--- config.mk ---
export PLATFORM = sky130hd
export DESIGN_NAME = norm_exp_lanes
export DESIGN_NICKNAME = d
export VERILOG_FILES = /design/src/source/softmax_pkg.sv /design/src/source/norm_exp_lanes.sv
export VERILOG_INCLUDE_DIRS = /design/src /design/src/source
export SDC_FILE = /design/constraint.sdc
export NUM_CORES = 1
export LEC_CHECK = 0
export BUFFER_PORTS_ARGS = -buffer_cell sky130_fd_sc_hd__buf_2
export CORE_MARGIN = 2
export CORE_UTILIZATION = 38
export DETAILED_ROUTE_END_ITERATION = 10
export SYNTH_ARGS = -nofsm -noshare
export SYNTH_HDL_FRONTEND = slang
export SYNTH_SLANG_ARGS = --single-unit
--- constraint.sdc ---
create_clock -name clk -period 7.48 [get_ports clk]
set_clock_uncertainty 0.15 [all_clocks]
set_input_delay 1.122 -clock clk [delete_from_list [all_inputs] [get_ports clk]]
set_output_delay 1.122 -clock clk [all_outputs]
set_load 0.01 [all_outputs]
--- src/source/softmax_consts.svh ---
`ifndef SOFTMAX_CONSTS_SVH
`define SOFTMAX_CONSTS_SVH

// row geometry
`define SM_LANES     4
`define SM_ELEM_W    16
`define SM_FRAC_BITS 8

// buffer and accumulator sizes
`define SM_ADDR_W    6
`define SM_SUM_W     24

// 1.0 in q8.8
`define SM_EXP_ONE   256

`endif
--- src/source/softmax_pkg.sv ---
`include "softmax_consts.svh"

package softmax_pkg;

  // signed q8.8 lane value
  typedef logic signed [`SM_ELEM_W-1:0] elem_t;

  // lane0 sits in the low bits
  typedef struct packed {
    elem_t lane3;
    elem_t lane2;
    elem_t lane1;
    elem_t lane0;
  } row_t;

  // unsigned q8.8, at most 1.0
  typedef logic [`SM_ELEM_W-1:0] exp_t;

  typedef struct packed {
    exp_t lane3;
    exp_t lane2;
    exp_t lane1;
    exp_t lane0;
  } exp_row_t;

  typedef logic [`SM_SUM_W-1:0] sum_t;

  typedef logic [`SM_ADDR_W-1:0] addr_t;

  typedef struct packed {
    logic load_valid;
    logic max_clear;
    logic replay_valid;
    logic last_row;
  } pipe_ctl_t;

endpackage

--- src/source/norm_exp_lanes.sv ---
`timescale 1ns/1ps
`include "softmax_consts.svh"

module norm_exp_lanes (
  input  logic                  clk,
  input  logic                  reset,
  input  logic                  valid,
  input  softmax_pkg::row_t     row,
  input  softmax_pkg::elem_t    max,
  output softmax_pkg::row_t     norm_row,
  output softmax_pkg::exp_row_t exp_row
);
  import softmax_pkg::*;

  localparam int WIDE_W = `SM_ELEM_W + 1;

  elem_t [`SM_LANES-1:0] in_lanes;
  elem_t [`SM_LANES-1:0] diff_d;
  elem_t [`SM_LANES-1:0] diff_q;
  exp_t  [`SM_LANES-1:0] exp_d;
  logic                  s1_valid;

  // a - b clamped to the elem_t range
  function automatic elem_t sat_sub(elem_t a, elem_t b);
    logic signed [WIDE_W-1:0] wide;
    wide = WIDE_W'(a) - WIDE_W'(b);
    if (wide[WIDE_W-1] == wide[WIDE_W-2]) begin
      return elem_t'(wide);
    end else if (wide[WIDE_W-1]) begin
      return {1'b1, {(`SM_ELEM_W-1){1'b0}}};
    end else begin
      return {1'b0, {(`SM_ELEM_W-1){1'b1}}};
    end
  endfunction

  // 2^-k with k the integer part of |d|
  function automatic exp_t exp_approx(elem_t d);
    logic signed [WIDE_W-1:0] wide;
    logic        [WIDE_W-1:0] mag;
    logic        [WIDE_W-1:0] k;
    wide = WIDE_W'(d);
    mag  = (wide < 0) ? -wide : wide;
    k    = mag >> `SM_FRAC_BITS;
    if (k > `SM_FRAC_BITS) begin
      return '0;
    end
    return exp_t'(`SM_EXP_ONE) >> k[3:0];
  endfunction

  assign in_lanes = row;

  always_comb begin
    for (int i = 0; i < `SM_LANES; i++) begin
      diff_d[i] = sat_sub(in_lanes[i], max);
      exp_d[i]  = exp_approx(diff_q[i]);
    end
  end

  // stage 1 difference
  always_ff @(posedge clk) begin
    if (valid) begin
      diff_q <= diff_d;
    end
  end

  // stage 2 exponent, normalized row alongside
  always_ff @(posedge clk) begin
    if (reset) begin
      s1_valid <= 1'b0;
      norm_row <= '0;
      exp_row  <= '0;
    end else begin
      s1_valid <= valid;
      if (s1_valid) begin
        norm_row <= row_t'(diff_q);
        exp_row  <= exp_row_t'(exp_d);
      end
    end
  end

endmodule

==> reports/metrics.yaml, run 1 <==
sta:
  finalSetupTns_ns: 0
  fin_crit_sh_pct: 54.0
  worst_slew_pin_slew_ns: 0.923
  slew_headroom_pct: 38.5
  timing.final.setup_violations: 0
  timing.fmax_ghz: 0.248
  rsz0062_at_grt: "false"
  slew_violations: 0
  finalCriticalPeriod_ns: 4.04
  hold_viol_final: 0
routing:
  vias: 9336
  ant_nets: 0
  vias_per_cell: 5.24
  drt_iter0_markers: 665
  routed.top_layer: "met5"
  dr.pass1.iters: 5
  met1_length_mm: 15.5
  wl_met3_mm: 1.45
  wl_mm: 29.4
  drcViolationCount: 0
  wl_met2_mm: 11.9
  wl_per_cell_um: 16.5
global_route:
  first_global_vias: 8321
  track_usage_pct: 19.0
  grt_max_degree: 85
  grt_overflow: 0
  grt_pass1_wl_mm: 45.9
  antenna_found_initial: 2
floorplanning:
  die_y_um: 175
  chipWidth_um: 175
  die_area_um2: 30600
  core_um2: 28700
  rows: 62
  num_io_pins: 211
  start_util_pct: 38.7
worst_setup_path:
  crit_path_start_kind: "input port"
  cp_data_arrival_time_ns: 4.06
  crit_path_end: "diff_q[24]$_DFFE_PP_"
  r2r-end: "exp_row[18]$_SDFFE_PP0P_"
  reg2reg_depth: 8
  crit_path_start: "max[0]"
  worst-r2r-setup-slack_ns: 4.90
  critical_path_peak_fanout: 13
  worstPathRequired_ns: 7.50
  critical_path.max_stage_delay_ns: 0.58
  crit_slowest_cell: "a2111oi_4"
  critical_path_class: "in -> reg"
  r2r_start: "diff_q[20]$_DFFE_PP_"
  crit_path_end_kind: "flop"
  critical_path.most_common_cell: "a211oi_2"
  cp_cell_sequence: "buf_2 > ha_1 > inv_1 > fa_1 > a211oi_2 > o21ai_1 > a211oi_2 > nor4_1 > a2111oi_4 > nand2_1 > a211oi_1 > a31oi_1"
synthesis:
  netlist_top_cells_count: "144 x nor2_1, 101 x dfxtp_1, 96 x a21oi_1"
  synth_ff_type: "dfxtp_1"
  synth_most_common_cell: "nor2_1"
  synth-seq-area-share_pct: 35.5
  netlist_top_cells_area: "dfxtp_1 18%, edfxtp_1 17%, ha_1 7.2%, mux2i_1 6.9%, nor2_1 4.9%"
  synthArstFlopShare_pct: 0
  syn_area_um2: 11100
  ys_ff_latch: 165
  synth_largest_area_cell: "dfxtp_1"
  synth_edf_count: 64
  synth.avg_cell_area_um2: 8.93
  synth.distinct_cells: 84
  netlist.area_leader.share_pct: 18.2
  yosysWarningCount: 0
  synth_cells: 1244
clock_tree:
  ctsRootBufferMaster: "clkbuf_16"
  path_clk_slew_ns: 0.06
  clockBufferDepth: 2
  cts_resized: 0
  post_cts_buffers: 0
  cts_tree: "yes"
  numCtsBuffers: 17
  cts_sinks: 165
  htreeDepth: 4
  ctsHoldBuffers: 0
  clkLatencyLatePin_ns: 0.43
placed_design:
  hpwl_mm: 23.0
  gp_congestion: 0.859
  placement.io_buffers: 182
hold_path:
  min_path_type: "reg -> reg"
layout:
  layout-drive-gt1-share_pct: 17.4
  nets: 1536
  n_antenna_cell: 0
  fin_util_pct: 44.4
  syn2layout_area_growth_pct: 14.9
power:
  netSwitchingPower_mw: 0.894
  leakage_nw: 5.36
  p_int_mw: 1.89
  peakVddDrop_uv: 129
  power_frac_clock_pct: 31.5
  power.density_nw_per_um2: 218
  switching_share_pct: 32.1
  comb_power_share_pct: 27.0
  power_frac_seq_pct: 41.5
status:
  status: "finished, final reports clean"
flow_run:
  cap_violations: 0
## power groups by stage
stage / logic [mW] / clock network [mW] / registers [mW]
floorplan: 0.589 / 0 / 1.12
global placement: 0.734 / 0 / 1.17
detailed placement: 0.744 / 0 / 1.17
CTS: 0.748 / 0.901 / 1.15
global route: 0.838 / 0.932 / 1.17
finish: 0.753 / 0.878 / 1.15
## cell families after synthesis
| family | after synthesis | synth area share [%] |
|---|---|---|
| flip-flops | 165 | 35.5 |
| multiplexers | 77 | 6.99 |
| AO/OA/AOI/OAI | 341 | 21.0 |
| adder cells (fa/ha/maj) | 98 | 10.7 |
| buffers and inverters | 131 | 5.53 |
| other | 1 | 0.0338 |
| XOR/XNOR | 55 | 4.34 |
| AND/OR/NAND/NOR | 376 | 16.0 |
## metal layers
layer	track usage (%)	vias up
met5	0	-
met4	6.22	4
met3	3.15	27
met2	26.3	266
met1	29.4	4262
li1	-	4777
## cell type report
cell class	instances	area [um^2]
Fill cell	2910	15900
Multi-Input combinational cell	975	6650
Sequential cell	165	3950
Timing Repair Buffer	186	941
Clock buffer	26	498
Tap cell	384	480
Inverter	40	150
Clock inverter	6	92.6
## stage by stage
step           total power [mW]  instance area, um^2  hold WS (ns)  setup WS, ns  cells
2_1_floorplan              1.71                11200         0.312          3.65   1271
3_3_place_gp               1.91                12200         0.273          3.11   1750
3_5_place_dp               1.92                12200         0.277          3.03   1750
4_1_cts                    2.80                12800         0.285          3.49   1782
5_1_grt                    2.94                12800         0.334          3.20   1782
6_report                   2.78                12800         0.281          3.44   1782
## worst min-delay path by stage
stage                        startpoint                  endpoint  slack (ns)  cells past startpoint
5_1_grt        exp_row[37]$_SDFFE_PP0P_  exp_row[37]$_SDFFE_PP0P_        0.33                      1
4_1_cts        exp_row[48]$_SDFFE_PP0P_  exp_row[48]$_SDFFE_PP0P_        0.29                      2
3_3_place_gp   exp_row[48]$_SDFFE_PP0P_  exp_row[48]$_SDFFE_PP0P_        0.27                      2
3_5_place_dp   exp_row[48]$_SDFFE_PP0P_  exp_row[48]$_SDFFE_PP0P_        0.28                      2
2_1_floorplan  exp_row[48]$_SDFFE_PP0P_  exp_row[48]$_SDFFE_PP0P_        0.31                      2
6_report       exp_row[48]$_SDFFE_PP0P_  exp_row[48]$_SDFFE_PP0P_        0.28                      2
## layout by cell type, fill, tap and decap left out, types with 22 or more instances in the layout
cell / instances
edfxtp_1: 64
ha_1: 64
nand3_1: 24
maj3_1: 28
a21oi_1: 96
mux2i_1: 76
dfxtp_1: 100
nand2b_1: 25
xnor2_1: 22
nand2_1: 91
xor2_1: 33
conb_1: 28
a211oi_1: 26
nor2_1: 144
inv_1: 38
o21ai_0: 75
buf_2: 182
## flip-flops by register name (all words and copies together), names as in the netlist
| register | count |
|---|---|
| exp_row | 36 |
| diff_q | 64 |
| s1_valid | 1 |
| norm_row | 64 |
## worst max-delay path: cells and delay by family
| family | cells | cell delay (ns) |
|---|---|---|
| AO/OA/AOI/OAI | 6 | 1.60 |
| buffers and inverters | 2 | 0.23 |
| AND/OR/NAND/NOR | 2 | 0.48 |
| adder cells (fa/ha/maj) | 2 | 0.63 |
No activity file was read; power rests on OpenSTA's default activity.
==> inputs of run 2 (changes only) <==
Clock period 7.48 ns to 3.4 ns, I/O delays scaled along.
==> run 2 against run 1 <==
First-iteration DRC count increased by 14%. Setup slack got worse by 3.1 ns. Via count increased by 1.0%. Critical path type unchanged. Highest routed layer unchanged. Critical endpoint is now diff_q[26]$_DFFE_PP_.
==> reports/metrics.yaml, run 2 (same netlist as run 1, synthesis figures left out) <==
hold_path:
  hold-path-cell-count: 2  # unchanged
  holdPathEnd: "exp_row[48]$_SDFFE_PP0P_"
  hold_start: "exp_row[48]$_SDFFE_PP0P_"
  min_path_type: "reg -> reg"
worst_setup_path:
  critical_path_peak_fanout: 4  # -9
  cp_data_arrival_time_ns: 3.09  # -0.97 ns
  crit_path_start: "max[0]"
  crit_path_start_kind: "input port"
  critical_path.max_stage_delay_ns: 0.40  # -0.18 ns
  cp_cell_sequence: "buf_2 > ha_1 > inv_1 > fa_1 > a211oi_2 > o21ai_1 > a211oi_2 > o21bai_1 > a21oi_1 > xor2_1 > a21oi_1 > o32a_1"
  r2r-end: "exp_row[50]$_SDFFE_PP0P_"
  worstPathRequired_ns: 3.43  # -4.07 ns
  crit_slowest_cell: "fa_1"
  critical_path_class: "in -> reg"
  r2r_start: "diff_q[54]$_DFFE_PP_"
  reg2reg_depth: 8  # unchanged
  worst-r2r-setup-slack_ns: 0.75  # -4.15 ns
  crit_path_end_kind: "flop"
layout:
  instances_no_fill: 1821  # +2.2%
  layout-drive-gt1-share_pct: 19.6  # +2.2 points
  layout_commonest_cell: "buf_2"
  finish.instance_area_um2: 13000  # +1.9%
  fillers: 2810  # -3.4%
  final_cell_mix: "182 x buf_2, 144 x nor2_1, 100 x dfxtp_1"
  syn2layout_area_growth_pct: 17.1
  n_antenna_cell: 0  # unchanged
  top_regs: "diff_q: 64 flops, norm_row: 64 flops, exp_row: 36 flops"
  nets: 1575  # +2.5%
routing:
  drcViolationCount: 0  # unchanged
  wl_per_cell_um: 16.3  # -1.5%
  vias: 9430  # +1.0%
  ant_nets: 0  # unchanged
  wl_mm: 29.6  # +0.63%
  vias_per_cell: 5.18  # -1.2%
  drt_iter0_markers: 760  # +14%
  dr.pass1.iters: 5  # unchanged
power:
  power.density_nw_per_um2: 461  # +110%
  peakVddDrop_uv: 226  # +75%
  leakage_nw: 5.50  # +2.7%
  total_power_mw: 6.00  # +120%
clock_tree:
  ctsRootBufferMaster: "clkbuf_16"
  ctsHoldBuffers: 0  # unchanged
  numCtsBuffers: 17  # unchanged
  path_clk_slew_ns: 0.07  # about the same
  cts_tree: "yes"
  htreeDepth: 4  # unchanged
  clockBufferDepth: 2  # unchanged
  cts_resized: 0  # unchanged
  cts_sinks: 165  # unchanged
  post_cts_buffers: 0  # unchanged
  clkLatencyLatePin_ns: 0.43  # about the same
placed_design:
  placed_cells: 1789  # +2.2%
  hpwl_mm: 23.6  # +2.6%
  gp_congestion: 0.877  # +2.1%
  placed_area_um2: 12500  # +2.5%
  placement.io_buffers: 182  # unchanged
floorplanning:
  core_um2: 28700  # unchanged
  num_io_pins: 211  # unchanged
  chipWidth_um: 175  # unchanged
  die_y_um: 175  # unchanged
  die_area_um2: 30600  # unchanged
  rows: 62  # unchanged
  start_util_pct: 38.7  # unchanged
sta:
  rsz0062_at_grt: "false"
  timing.fmax_ghz: 0.327
  slew_headroom_pct: 44.2  # +5.8 points
  slew_violations: 0  # unchanged
  whs_ns: 0.286  # +0.00521 ns
  timing.final.setup_violations: 0  # unchanged
  fin_crit_sh_pct: 90.0
  finalSetupTns_ns: 0  # unchanged
  finalCriticalPeriod_ns: 3.06
  hold_viol_final: 0  # unchanged
  worst_slew_pin_slew_ns: 0.836  # -0.0868 ns
global_route:
  first_global_vias: 8527  # +2.5%
  track_usage_pct: 19.4  # +0.40 points
  grt_max_degree: 66  # -22%
  grt_pass1_wl_mm: 47.0  # +2.3%
  grt_overflow: 0  # unchanged
  antenna_found_initial: 2  # unchanged
flow_run:
  cap_violations: 0  # unchanged
status:
  status: "finished, final reports clean"
## run 2: cell count changes in the layout (fill, tap and decap cells not counted)
cell        change
buf_4          +38
clkbuf_1        -3
inv_4           -1
clkbuf_4        -2
bufinv_16       -2
buf_12          +1
clkbuf_16       -1
clkinv_2        +1
clkinv_1        +3
clkinvlp_4      +5
## run 2: how the worst max path moves through the flow
stage                           end  cells past startpoint
2_1_floorplan  diff_q[45]$_DFFE_PP_                     11
3_3_place_gp   diff_q[26]$_DFFE_PP_                     12
3_5_place_dp   diff_q[26]$_DFFE_PP_                     12
4_1_cts        diff_q[26]$_DFFE_PP_                     12
5_1_grt        diff_q[26]$_DFFE_PP_                     12
6_report       diff_q[26]$_DFFE_PP_                     12
## run 2: power breakdown
part,internal [mW],total [mW],switching (mW)
logic,0.738,1.73,0.994
registers,2.31,2.53,0.217
clock network,0.948,1.73,0.786
total,4.00,6.00,2.00
## run 2: cell type report
cell class,count,area [um^2],share of cell area [%]
inverter,40,150,1.16
clock buffer,20,447,3.44
timing repair buffer,225,1250,9.59
sequential,165,3950,30.4
clock inverter,12,80.1,0.616
multi-input combinational,975,6650,51.1
tap,384,480,3.70
## run 2: per-layer routing
metal	track usage [%]	vias up	share of wire, %
met3	3.72	29	5.5
met1	29.8	4255	52
met4	5.10	4	1.5
met5	0	-	0.091
met2	27.4	282	41
li1	-	4860	-
## run 2: critical path: cells and delay by family
kind / cells / cell delay [ns]
AO/OA/AOI/OAI: 7 / 1.44
XOR/XNOR: 1 / 0.32
adder cells (fa/ha/maj): 2 / 0.58
buffers and inverters: 2 / 0.21
## run 2: metrics by stage
step | worst slack (ns) | utilization [%]
floorplan | 0.186 | -
global placement | 0.00199 | 43.4
detailed placement | -0.105 | 43.4
CTS | 0.347 | 45.3
global route | 0.134 | 45.3
finish | 0.341 | 45.3
==> inputs of run 3 (changes only) <==
Settings changed: CTS_BUF_LIST from default to sky130_fd_sc_hd__clkbuf_8.
==> run 3 against run 2 <==
Global-route usage fell by 0.098 points. Die area did not move. Sequential power barely moved. Largest cell class unchanged. Largest power group unchanged.
==> reports/metrics.yaml, run 3 (same netlist as run 1, synthesis figures left out) <==
sta:
  slew_headroom_pct: 43.4  # -0.80 points
  hold_viol_final: 0  # unchanged
  setup_ws_ns: 0.388  # +0.0463 ns
  finalCriticalPeriod_ns: 3.01  # -0.0463 ns
  timing.final.setup_violations: 0  # unchanged
  timing.fmax_ghz: 0.332  # +1.5%
  fin_crit_sh_pct: 88.6  # -1.4 points
  worst_slew_pin_slew_ns: 0.848  # +0.0120 ns
  finalSetupTns_ns: 0  # unchanged
  whs_ns: 0.289  # +0.00311 ns
  rsz0062_at_grt: "false"
  slew_violations: 0  # unchanged
power:
  peakVddDrop_uv: 240  # +6.4%
  power_frac_seq_pct: 45.9  # +3.7 points
  comb_power_share_pct: 31.5  # +2.6 points
  power_frac_clock_pct: 22.6  # -6.3 points
  p_int_mw: 3.56  # -11%
  netSwitchingPower_mw: 1.94  # -2.8%
  leakage_nw: 5.42  # -1.4%
  total_power_mw: 5.50  # -8.2%
  switching_share_pct: 35.3  # +2.0 points
  power.density_nw_per_um2: 430  # -6.9%
global_route:
  grt_max_degree: 66  # unchanged
  grt_overflow: 0  # unchanged
  first_global_vias: 8490  # -0.43%
  grt_pass1_wl_mm: 46.8  # -0.31%
  antenna_found_initial: 2  # unchanged
  track_usage_pct: 19.3  # -0.098 points
clock_tree:
  clockBufferDepth: 2  # unchanged
  numCtsBuffers: 17  # unchanged
  post_cts_buffers: 0  # unchanged
  path_clk_slew_ns: 0.10  # +0.03 ns
  ctsRootBufferMaster: "clkbuf_8"
  cts_sinks: 165  # unchanged
  cts_tree: "yes"
  htreeDepth: 4  # unchanged
  clkLatencyLatePin_ns: 0.46  # +0.03 ns
  ctsHoldBuffers: 0  # unchanged
  cts_resized: 0  # unchanged
worst_setup_path:
  cp_data_arrival_time_ns: 3.09  # about the same
  worstPathRequired_ns: 3.47  # +0.04 ns
  critical_path_class: "in -> reg"
  critical_path_peak_fanout: 4  # unchanged
  crit_path_start_kind: "input port"
  crit_path_end_kind: "flop"
layout:
  n_antenna_cell: 0  # unchanged
  nets: 1575  # unchanged
  instances_no_fill: 1821  # unchanged
  layout-drive-gt1-share_pct: 19.6  # unchanged
  fin_util_pct: 44.6  # -0.67 points
  layout_commonest_cell: "buf_2"
  top_regs: "diff_q: 64 flops, norm_row: 64 flops, exp_row: 36 flops"
  finish.instance_area_um2: 12800  # -1.5%
  syn2layout_area_growth_pct: 15.3
  final_cell_mix: "182 x buf_2, 144 x nor2_1, 100 x dfxtp_1"
routing:
  dr.pass1.iters: 5  # unchanged
  met1_length_mm: 15.5  # +0.66%
  drt_iter0_markers: 664  # -13%
  ant_nets: 0  # unchanged
  wl_per_cell_um: 16.3  # +0.20%
  vias: 9431  # +0.011%
  wl_mm: 29.7  # +0.20%
  wl_met3_mm: 1.58  # -3.5%
  routed.top_layer: "met5"
  drcViolationCount: 0  # unchanged
  wl_met2_mm: 12.1  # +0.15%
  vias_per_cell: 5.18  # about the same
placed_design:
  pre_cts_ws_ns: -0.105  # unchanged
  placement.io_buffers: 182  # unchanged
  hpwl_mm: 23.6  # unchanged
  placed_area_um2: 12500  # unchanged
  gp_congestion: 0.877  # unchanged
  placed_cells: 1789  # unchanged
floorplanning:
  chipWidth_um: 175  # unchanged
  rows: 62  # unchanged
  start_util_pct: 38.7  # unchanged
  core_um2: 28700  # unchanged
  die_y_um: 175  # unchanged
  die_area_um2: 30600  # unchanged
  num_io_pins: 211  # unchanged
hold_path:
  min_path_type: "reg -> reg"
flow_run:
  cap_violations: 0  # unchanged
status:
  status: "finished, final reports clean"
==> run 3: cell types whose count changed in the layout (fill, tap and decap cells not counted), sizes merged <==
cell    before  now
inv         41   43
clkbuf      20   18
==> run 3: final cells by class <==
class                      count  area (um^2)
tap                          384          480
fill                        2835        15900
timing repair buffer         225         1250
multi-input combinational    975         6650
clock inverter                14         87.6
sequential                   165         3950
clock buffer                  18          248
inverter                      40          150
==> run 3: worst paths after layout <==
kind | startpoint | endpoint | slack (ns) | depth (start not counted)
setup / recovery | max[0] | diff_q[26]$_DFFE_PP_ | 0.39 | 12
hold / removal | exp_row[48]$_SDFFE_PP0P_ | exp_row[48]$_SDFFE_PP0P_ | 0.29 | 2
setup reg to reg | diff_q[54]$_DFFE_PP_ | exp_row[50]$_SDFFE_PP0P_ | 0.74 | 8
hold reg to reg | exp_row[48]$_SDFFE_PP0P_ | exp_row[48]$_SDFFE_PP0P_ | 0.29 | 2
==> run 3: critical path: stages <==
cell,delay [ns]
buf_2,0.17
ha_1,0.19
inv_1,0.05
fa_1,0.40
a211oi_2,0.23
o21ai_1,0.13
a211oi_2,0.32
o21bai_1,0.12
a21oi_1,0.18
xor2_1,0.32
a21oi_1,0.12
o32a_1,0.34
==> run 3: power by group through the flow <==
stage               registers [mW]  logic [mW]  clock network (mW)
CTS                           2.53        1.73                1.29
floorplan                     2.46        1.30                   0
global placement              2.57        1.70                   0
detailed placement            2.57        1.72                   0
finish                        2.53        1.73                1.25
global route                  2.56        1.93                1.37
==> run 3: layer usage <==
metal	up-vias	GRT usage [%]
met2	279	27.2
li1	4854	-
met4	4	5.10
met1	4266	29.9
met3	28	3.39
met5	-	0
